<file path="config.mk">
export PLATFORM = sky130hd
export DESIGN_NAME = register_console_top
export DESIGN_NICKNAME = d
export VERILOG_FILES = /design/src/regcon_pkg.sv /design/src/command_entry.sv /design/src/reg_file.sv /design/src/op_execute.sv /design/src/lcd_line_format.sv /design/src/register_console_top.sv
export VERILOG_INCLUDE_DIRS = /design/src /design/src/include
export SDC_FILE = /design/constraint.sdc
export NUM_CORES = 1
export LEC_CHECK = 0
export BUFFER_PORTS_ARGS = -buffer_cell sky130_fd_sc_hd__buf_2
export CAP_MARGIN = 30
export CORE_MARGIN = 2
export CORE_UTILIZATION = 30
export CTS_BUF_LIST = sky130_fd_sc_hd__clkbuf_8
export DETAILED_ROUTE_END_ITERATION = 16
export PLACE_DENSITY_LB_ADDON = 0.05
export SLEW_MARGIN = 20
export SYNTH_ARGS = -nofsm -noshare
export SYNTH_HDL_FRONTEND = slang
export SYNTH_SLANG_ARGS = --single-unit
</file>
<file path="constraint.sdc">
create_clock -name clk -period 5.7 [get_ports clk]
set_input_delay 1.14 -clock clk [delete_from_list [all_inputs] [get_ports clk]]
set_output_delay 1.14 -clock clk [all_outputs]
set_load 0.005 [all_outputs]
</file>
<file path="src/include/regcon_defines.svh">
`ifndef REGCON_DEFINES_SVH
`define REGCON_DEFINES_SVH

////////////////////////////////////////////////////////////
// Register file geometry
////////////////////////////////////////////////////////////

`define REGCON_REG_COUNT 32
`define REGCON_ADDR_W 5
`define REGCON_DATA_W 16

// One knob step carries one nibble
`define REGCON_NIBBLE_W 4

////////////////////////////////////////////////////////////
// Display
////////////////////////////////////////////////////////////

// 16 characters of 8 bits
`define REGCON_LINE_W 128

`define REGCON_CHAR_ZERO 8'h30
`define REGCON_CHAR_ONE 8'h31

`endif

</file>
<file path="src/regcon_pkg.sv">
`include "regcon_defines.svh"

package regcon_pkg;

        // Opcodes 3 and 4 are not part of the console
        typedef enum logic [2:0] {
                write    = 3'd0,
                read     = 3'd1,
                read_two = 3'd2,
                compare  = 3'd5,
                xor_op   = 3'd6,
                shift    = 3'd7
        } opcode_e;

        typedef logic [`REGCON_ADDR_W-1:0] reg_addr_t;
        typedef logic [`REGCON_DATA_W-1:0] reg_word_t;

        typedef struct packed {
                logic                        pad;
                logic [`REGCON_NIBBLE_W-1:0] amount;
        } shift_view_t;

        // Second operand: a source address, or a shift amount for shift
        typedef union packed {
                reg_addr_t   addr;
                shift_view_t shift_view;
        } operand_u;

        typedef struct packed {
                opcode_e   opcode;
                reg_addr_t src_a;
                operand_u  src_b;
                reg_addr_t dest;
                reg_word_t data;
        } console_cmd_t;

        typedef struct packed {
                logic      valid;
                reg_word_t line1_word;
                reg_word_t line2_word;
        } display_req_t;

        typedef struct packed {
                logic      en;
                reg_addr_t addr;
                reg_word_t data;
        } reg_wr_t;

endpackage

</file>
<file path="src/command_entry.sv">
`timescale 1ns/1ps
`include "regcon_defines.svh"

module command_entry (
        input  logic                        clk,
        input  logic                        reset,
        input  logic                        rot,
        input  logic [`REGCON_NIBBLE_W-1:0] bits,
        output regcon_pkg::console_cmd_t    cmd,
        output logic                        cmd_valid
);
        import regcon_pkg::*;

        logic       rot_prev;
        logic       step;
        logic       op_ok;
        logic       start;
        logic       busy;
        logic [2:0] field_cnt;
        logic       last_step;
        logic [1:0] data_sel;

        // Rising edge of the knob
        assign step  = rot & ~rot_prev;
        assign op_ok = (bits[2:0] != 3'd3) && (bits[2:0] != 3'd4);
        assign start = step & ~busy & op_ok;

        // Data nibbles arrive on counts 2..5
        assign data_sel = field_cnt[1:0] - 2'd2;

        always_comb begin
                case (cmd.opcode)
                        write:    last_step = (field_cnt == 3'd5);
                        read:     last_step = (field_cnt == 3'd1);
                        read_two: last_step = (field_cnt == 3'd3);
                        shift:    last_step = (field_cnt == 3'd4);
                        default:  last_step = (field_cnt == 3'd5);
                endcase
        end

        ////////////////////////////////////////////////////////////
        // Control
        ////////////////////////////////////////////////////////////

        always_ff @(posedge clk) begin
                if (reset) begin
                        rot_prev  <= 1'b0;
                        busy      <= 1'b0;
                        field_cnt <= '0;
                        cmd_valid <= 1'b0;
                end else begin
                        rot_prev  <= rot;
                        cmd_valid <= 1'b0;
                        if (start) begin
                                busy      <= 1'b1;
                                field_cnt <= '0;
                        end else if (step && busy) begin
                                field_cnt <= field_cnt + 3'd1;
                                if (last_step) begin
                                        busy      <= 1'b0;
                                        cmd_valid <= 1'b1;
                                end
                        end
                end
        end

        ////////////////////////////////////////////////////////////
        // Field capture
        ////////////////////////////////////////////////////////////

        always_ff @(posedge clk) begin
                if (start) begin
                        cmd.opcode <= opcode_e'(bits[2:0]);
                end else if (step && busy) begin
                        if (cmd.opcode == write) begin
                                case (field_cnt)
                                        3'd0:    cmd.dest[3:0] <= bits;
                                        3'd1:    cmd.dest[4] <= bits[0];
                                        default: cmd.data[{data_sel, 2'b00} +: 4] <= bits;
                                endcase
                        end else if (cmd.opcode == shift) begin
                                case (field_cnt)
                                        3'd0: cmd.src_a[3:0] <= bits;
                                        3'd1: cmd.src_a[4] <= bits[0];
                                        3'd2: begin
                                                cmd.src_b.shift_view.amount <= bits;
                                                cmd.src_b.shift_view.pad    <= 1'b0;
                                        end
                                        3'd3:    cmd.dest[3:0] <= bits;
                                        default: cmd.dest[4] <= bits[0];
                                endcase
                        end else begin
                                // Read, read two, compare and XOR share one order
                                case (field_cnt)
                                        3'd0:    cmd.src_a[3:0] <= bits;
                                        3'd1:    cmd.src_a[4] <= bits[0];
                                        3'd2:    cmd.src_b.addr[3:0] <= bits;
                                        3'd3:    cmd.src_b.addr[4] <= bits[0];
                                        3'd4:    cmd.dest[3:0] <= bits;
                                        default: cmd.dest[4] <= bits[0];
                                endcase
                        end
                end
        end

endmodule

</file>
<file path="src/reg_file.sv">
`timescale 1ns/1ps
`include "regcon_defines.svh"

module reg_file (
        input  logic                   clk,
        input  logic                   reset,
        input  regcon_pkg::reg_addr_t  rd_addr_a,
        input  regcon_pkg::reg_addr_t  rd_addr_b,
        input  regcon_pkg::reg_wr_t    wr,
        output regcon_pkg::reg_word_t  rd_data_a,
        output regcon_pkg::reg_word_t  rd_data_b
);
        import regcon_pkg::*;

        reg_word_t mem [0:`REGCON_REG_COUNT-1];

        ////////////////////////////////////////////////////////////
        // Storage
        ////////////////////////////////////////////////////////////

        // Console starts with every register at zero
        always_ff @(posedge clk) begin
                if (reset) begin
                        for (int i = 0; i < `REGCON_REG_COUNT; i++) begin
                                mem[i] <= '0;
                        end
                end else if (wr.en) begin
                        mem[wr.addr] <= wr.data;
                end
        end

        ////////////////////////////////////////////////////////////
        // Read ports
        ////////////////////////////////////////////////////////////

        assign rd_data_a = mem[rd_addr_a];
        assign rd_data_b = mem[rd_addr_b];

endmodule

</file>
<file path="src/op_execute.sv">
`timescale 1ns/1ps

module op_execute (
        input  logic                     clk,
        input  logic                     reset,
        input  regcon_pkg::console_cmd_t cmd,
        input  logic                     cmd_valid,
        input  regcon_pkg::reg_word_t    rd_data_a,
        input  regcon_pkg::reg_word_t    rd_data_b,
        output regcon_pkg::reg_addr_t    rd_addr_a,
        output regcon_pkg::reg_addr_t    rd_addr_b,
        output regcon_pkg::reg_wr_t      wr,
        output regcon_pkg::display_req_t disp
);
        import regcon_pkg::*;

        reg_word_t eq_word;
        reg_word_t xor_word;
        reg_word_t shift_word;
        reg_word_t result;
        reg_word_t line1_word;
        reg_word_t line2_word;
        logic      writes_reg;

        // Command fields stay put until the next command
        assign rd_addr_a = cmd.src_a;
        assign rd_addr_b = cmd.src_b.addr;

        ////////////////////////////////////////////////////////////
        // Datapath
        ////////////////////////////////////////////////////////////

        assign eq_word    = (rd_data_a == rd_data_b) ? reg_word_t'(1) : '0;
        assign xor_word   = rd_data_a ^ rd_data_b;
        assign shift_word = rd_data_a >> cmd.src_b.shift_view.amount;

        always_comb begin
                case (cmd.opcode)
                        compare: result = eq_word;
                        xor_op:  result = xor_word;
                        shift:   result = shift_word;
                        default: result = cmd.data;
                endcase
        end

        assign writes_reg = (cmd.opcode == write) || (cmd.opcode == compare) ||
                            (cmd.opcode == xor_op) || (cmd.opcode == shift);

        // What the two display lines show
        always_comb begin
                case (cmd.opcode)
                        read: begin
                                line1_word = reg_word_t'(cmd.src_a);
                                line2_word = rd_data_a;
                        end
                        read_two: begin
                                line1_word = rd_data_a;
                                line2_word = rd_data_b;
                        end
                        default: begin
                                line1_word = reg_word_t'(cmd.dest);
                                line2_word = result;
                        end
                endcase
        end

        ////////////////////////////////////////////////////////////
        // Write-back and display request
        ////////////////////////////////////////////////////////////

        always_ff @(posedge clk) begin
                if (reset) begin
                        wr.en      <= 1'b0;
                        disp.valid <= 1'b0;
                end else begin
                        wr.en      <= cmd_valid & writes_reg;
                        disp.valid <= cmd_valid;
                end
        end

        always_ff @(posedge clk) begin
                if (cmd_valid) begin
                        wr.addr         <= cmd.dest;
                        wr.data         <= result;
                        disp.line1_word <= line1_word;
                        disp.line2_word <= line2_word;
                end
        end

endmodule

</file>
<file path="src/lcd_line_format.sv">
`timescale 1ns/1ps
`include "regcon_defines.svh"

module lcd_line_format (
        input  logic                      clk,
        input  logic                      reset,
        input  regcon_pkg::display_req_t  disp,
        output logic [`REGCON_LINE_W-1:0] line1,
        output logic [`REGCON_LINE_W-1:0] line2
);
        import regcon_pkg::*;

        logic [`REGCON_LINE_W-1:0] text1;
        logic [`REGCON_LINE_W-1:0] text2;

        // One character per bit, MSB in the leftmost cell
        function automatic logic [`REGCON_LINE_W-1:0] render(input reg_word_t word);
                logic [`REGCON_LINE_W-1:0] text;
                for (int i = 0; i < `REGCON_DATA_W; i++) begin
                        text[i*8 +: 8] = word[i] ? `REGCON_CHAR_ONE : `REGCON_CHAR_ZERO;
                end
                return text;
        endfunction

        assign text1 = render(disp.line1_word);
        assign text2 = render(disp.line2_word);

        ////////////////////////////////////////////////////////////
        // Line registers
        ////////////////////////////////////////////////////////////

        // Lines hold between requests
        always_ff @(posedge clk) begin
                if (reset) begin
                        line1 <= '0;
                        line2 <= '0;
                end else if (disp.valid) begin
                        line1 <= text1;
                        line2 <= text2;
                end
        end

endmodule

</file>
<file path="src/register_console_top.sv">
`timescale 1ns/1ps
`include "regcon_defines.svh"

module register_console_top (
        input  logic                        clk,
        input  logic                        reset,
        input  logic                        rot,
        input  logic [`REGCON_NIBBLE_W-1:0] bits,
        output logic [`REGCON_LINE_W-1:0]   line1,
        output logic [`REGCON_LINE_W-1:0]   line2
);
        import regcon_pkg::*;

        console_cmd_t cmd;
        logic         cmd_valid;
        reg_addr_t    rd_addr_a;
        reg_addr_t    rd_addr_b;
        reg_word_t    rd_data_a;
        reg_word_t    rd_data_b;
        reg_wr_t      wr;
        display_req_t disp;

        ////////////////////////////////////////////////////////////
        // Knob entry, execution, display
        ////////////////////////////////////////////////////////////

        command_entry u_command_entry (
                .clk       (clk),
                .reset     (reset),
                .rot       (rot),
                .bits      (bits),
                .cmd       (cmd),
                .cmd_valid (cmd_valid)
        );

        reg_file u_reg_file (
                .clk       (clk),
                .reset     (reset),
                .rd_addr_a (rd_addr_a),
                .rd_addr_b (rd_addr_b),
                .wr        (wr),
                .rd_data_a (rd_data_a),
                .rd_data_b (rd_data_b)
        );

        op_execute u_op_execute (
                .clk       (clk),
                .reset     (reset),
                .cmd       (cmd),
                .cmd_valid (cmd_valid),
                .rd_data_a (rd_data_a),
                .rd_data_b (rd_data_b),
                .rd_addr_a (rd_addr_a),
                .rd_addr_b (rd_addr_b),
                .wr        (wr),
                .disp      (disp)
        );

        lcd_line_format u_lcd_line_format (
                .clk   (clk),
                .reset (reset),
                .disp  (disp),
                .line1 (line1),
                .line2 (line2)
        );

endmodule

</file>
==> results.py <==
metrics = {
    "run_status": {
        "status": "finished clean",
    },
    "synthesis": {
        "synth.avg_cell_area_sq_um": 12.7,
        "yosysUniqueCellTypes": 77,
        "synth_edf_count": 599,
        "ys_seq_area_frac": 0.528,
        "syn_area_sq_um": 35600,
        "async_flop_share": 0,
        "synth_seq_cells": 640,
        "postSynthCellCount": 2809,
        "synth-main-ff-cell": "edfxtp_1",
        "ys_warn_count": 0,
    },
    "drt": {
        "wl_per_cell_um": 33.6,
        "ant_nets": 0,
        "routed_wl_um": 152000,
        "viasPerCell": 5.30,
        "dr.pass1.iters": 7,
        "vias": 24000,
        "first_iter_violations": 2554,
        "drc": 0,
    },
    "power_and_ir_drop": {
        "total_power_mw": 10.6,
        "combPwrFrac": 0.064,
        "clkPwrFrac": 0.429,
        "swShare": 0.265,
        "power.density_nw_per_um2": 267,
        "leakage_nw": 15.2,
        "max-vdd-ir-drop_v": 0.000196,
        "p_int_mw": 7.75,
        "power_switching_mw": 2.80,
        "seqPwrFrac": 0.507,
    },
    "cells_and_area": {
        "final_cell_mix": "edfxtp_1 (599), and2_1 (522), mux2i_1 (287)",
        "drive_above_1_share": 0.205,
        "final_common_cell": "edfxtp_1",
        "syn_to_final_growth_pct": 10.8,
        "nets": 2902,
        "fillerInstances": 11700,
    },
    "timing": {
        "min_period_over_period": 0.854,
        "min_period_ns": 4.87,
        "setup_violations": 0,
        "worst-slew-pin-transition_ns": 1.10,
        "slew_viol_final": 0,
        "hold_violations": 0,
        "final.setup_skew_ns": 0.0435,
        "rsz0062_at_grt": "no",
        "setup_tns_ns": 0,
        "max_freq_mhz": 205,
        "maxSlewHeadroom": 0.263,
    },
    "setup_path": {
        "critPathMaxStageDelay_ns": 0.77,
        "cp.required_ns": 6.26,
        "startpoint_type": "register",
        "rrSetupSlack_ns": 0.83,
        "r2r-end": "u_op_execute.disp[8]$_DFFE_PP_",
        "crit_path_end_kind": "register",
        "crit_slowest_cell": "a221oi_4",
        "crit_family": "compound AO/OA/AOI/OAI gates",
        "worstSetupPathType": "reg2reg",
        "crit_buf_inv": 2,
        "cp_cell_sequence": "buf_4 -> nor2_4 -> buf_4 -> a221o_1 -> o22ai_1 -> a221oi_4 -> mux2i_1 -> mux2i_1 -> nand2_1 -> and3_1 -> o22a_1 -> a221o_1",
        "r2r_start": "u_command_entry.cmd[27]$_DFFE_PP_",
        "critical_path_arrival_ns": 5.42,
        "cp_max_fo": 14,
        "worstRegToRegCells": 12,
    },
    "floorplan": {
        "ios": 263,
        "start_util": 0.302,
        "design.core.area_sq_um": 118000,
        "dieWidth_um": 349,
        "die_area_sq_um": 122000,
        "die_y_um": 349,
        "fp-row-count": 126,
    },
    "global_routing": {
        "grt_antenna_before_repair": 13,
        "grt.overflow.total": 0,
        "grt_max_degree": 71,
        "grt_pass1_vias": 23500,
        "track_usage": 0.247,
        "grt_first_pass_wirelength_um": 205000,
    },
    "placed_design": {
        "port-buffer-count": 102,
        "globalplace.congestion": 0.928,
        "hpwl_um": 102000,
    },
    "hold_path": {
        "min_path_cells": 2,
        "whs_endpoint": "u_lcd_line_format.line1[124]$_SDFFE_PP0P_",
        "hold_path.class": "reg2reg",
        "hp-start": "u_lcd_line_format.line1[124]$_SDFFE_PP0P_",
    },
    "cts": {
        "clk_pin_slew_ns": 0.06,
        "clock_sinks": 640,
        "ctsHoldBuffers": 0,
        "root_buffer": "clkbuf_8",
        "cts-resized-gates": 0,
        "cts_setup_buffers": 0,
        "clock_latency_ns": 0.82,
        "htreeDepth": 4,
        "cts_tree": "done",
        "cts_buffer_depth": 3,
        "cts_inserted_buffers": 132,
    },
    "job": {
        "maxCapViolCount": 0,
    },
}
==> worst max path at each step <==
stage                                                  from                        endpoint  slack (ns)  cells past startpoint
after global routing      u_command_entry.cmd[27]$_DFFE_PP_  u_op_execute.disp[0]$_DFFE_PP_        0.75                     12
after CTS                 u_command_entry.cmd[27]$_DFFE_PP_  u_op_execute.disp[8]$_DFFE_PP_        0.95                     12
after floorplan           u_command_entry.cmd[26]$_DFFE_PP_  u_op_execute.disp[2]$_DFFE_PP_        2.57                     10
final                     u_command_entry.cmd[27]$_DFFE_PP_  u_op_execute.disp[8]$_DFFE_PP_        0.83                     12
after global placement    u_command_entry.cmd[27]$_DFFE_PP_  u_op_execute.disp[4]$_DFFE_PP_        0.44                     12
after detailed placement  u_command_entry.cmd[27]$_DFFE_PP_  u_op_execute.disp[8]$_DFFE_PP_        0.94                     12
==> worst min-delay path: stages, from the launching register on <==
cell and delay [ns]:
dfxtp_1 0.32, nor2_1 0.04, nor2_1 0.07
==> cell usage after synthesis (19+ instances only) <==
cell type	number	area (sq um)
nand2b_1	19	119
nor3_1	19	95.1
nor2_1	159	597
and2_1	523	3270
mux2i_1	287	2870
buf_2	48	240
o22ai_1	30	188
nand3_1	60	300
clkbuf_1	135	507
o21ai_0	20	100
dfxtp_1	41	821
or2_2	33	206
edfxtp_1	599	18000
mux4_2	148	3330
buf_4	234	1760
nor2b_1	24	150
nand2_1	74	278
a22oi_1	87	653
a21oi_1	26	130
==> registers in the layout, indices dropped and copies added (netlist names) <==
name and cells:
u_command_entry.busy 1, u_command_entry.rot_prev 1, u_command_entry.field_cnt 3, u_command_entry.cmd_valid 1, u_op_execute.disp 33, u_lcd_line_format.line1 17
u_op_execute.wr 22, u_reg_file.mem 512, u_lcd_line_format.line2 16, u_command_entry.cmd 34
==> power by group through the flow <==
| stage | logic (mW) | registers, mW | clock network (mW) |
|---|---|---|---|
| 2_1_floorplan | 0.472 | 5.39 | 0 |
| 3_3_place_gp | 0.673 | 5.44 | 0 |
| 3_5_place_dp | 0.667 | 5.44 | 0 |
| 4_1_cts | 0.670 | 5.35 | 4.68 |
| 5_1_grt | 0.703 | 5.36 | 4.86 |
| 6_report | 0.671 | 5.35 | 4.53 |
==> kinds of logic (layout without fill, tap and decap cells) <==
family	after synthesis	count (layout)	share of synthesized area
buffers and inverters	456	475	0.0787
flip-flops	640	640	0.528
AND/OR/NAND/NOR	966	966	0.151
multiplexers	447	447	0.178
AO/OA/AOI/OAI	276	276	0.0577
adder cells (fa/ha/maj)	7	7	0.00246
other	1	162	0.000105
XOR/XNOR	16	16	0.00393
==> layer usage <==
layer,GRT usage,wire length (um),up-vias
met1,0.335,66800,12500
met2,0.393,70400,1055
li1,-,-,10200
met3,0.0390,8650,249
met5,0,31,-
met4,0.104,6340,4
==> per-stage QoR <==
step / cells / instance area (sq um) / worst slack [ns] / hold slack, ns / utilization
2_1_floorplan: 2968 / 36200 / 2.57 / 0.427 / -
3_5_place_dp: 4289 / 37100 / 0.944 / 0.468 / 0.315
5_1_grt: 4524 / 39500 / 0.752 / 0.495 / 0.335
4_1_cts: 4522 / 39500 / 0.951 / 0.480 / 0.335
3_3_place_gp: 4283 / 37000 / 0.441 / 0.459 / 0.314
6_report: 4525 / 39500 / 0.833 / 0.470 / 0.335
==> area by class of cell <==
type,count,area [sq um],share of cell area
well taps,1536,1920,0.0487
multi-input cells,1872,14700,0.371
repair buffers,232,1660,0.0422
clock inverters,96,490,0.0124
clock buffers,137,1890,0.0478
flip-flops and latches,640,18800,0.476
inverters,10,37.5,0.000951
diodes,2,5.00,0.000127
Note: power is estimated with default switching activity, not from simulation.
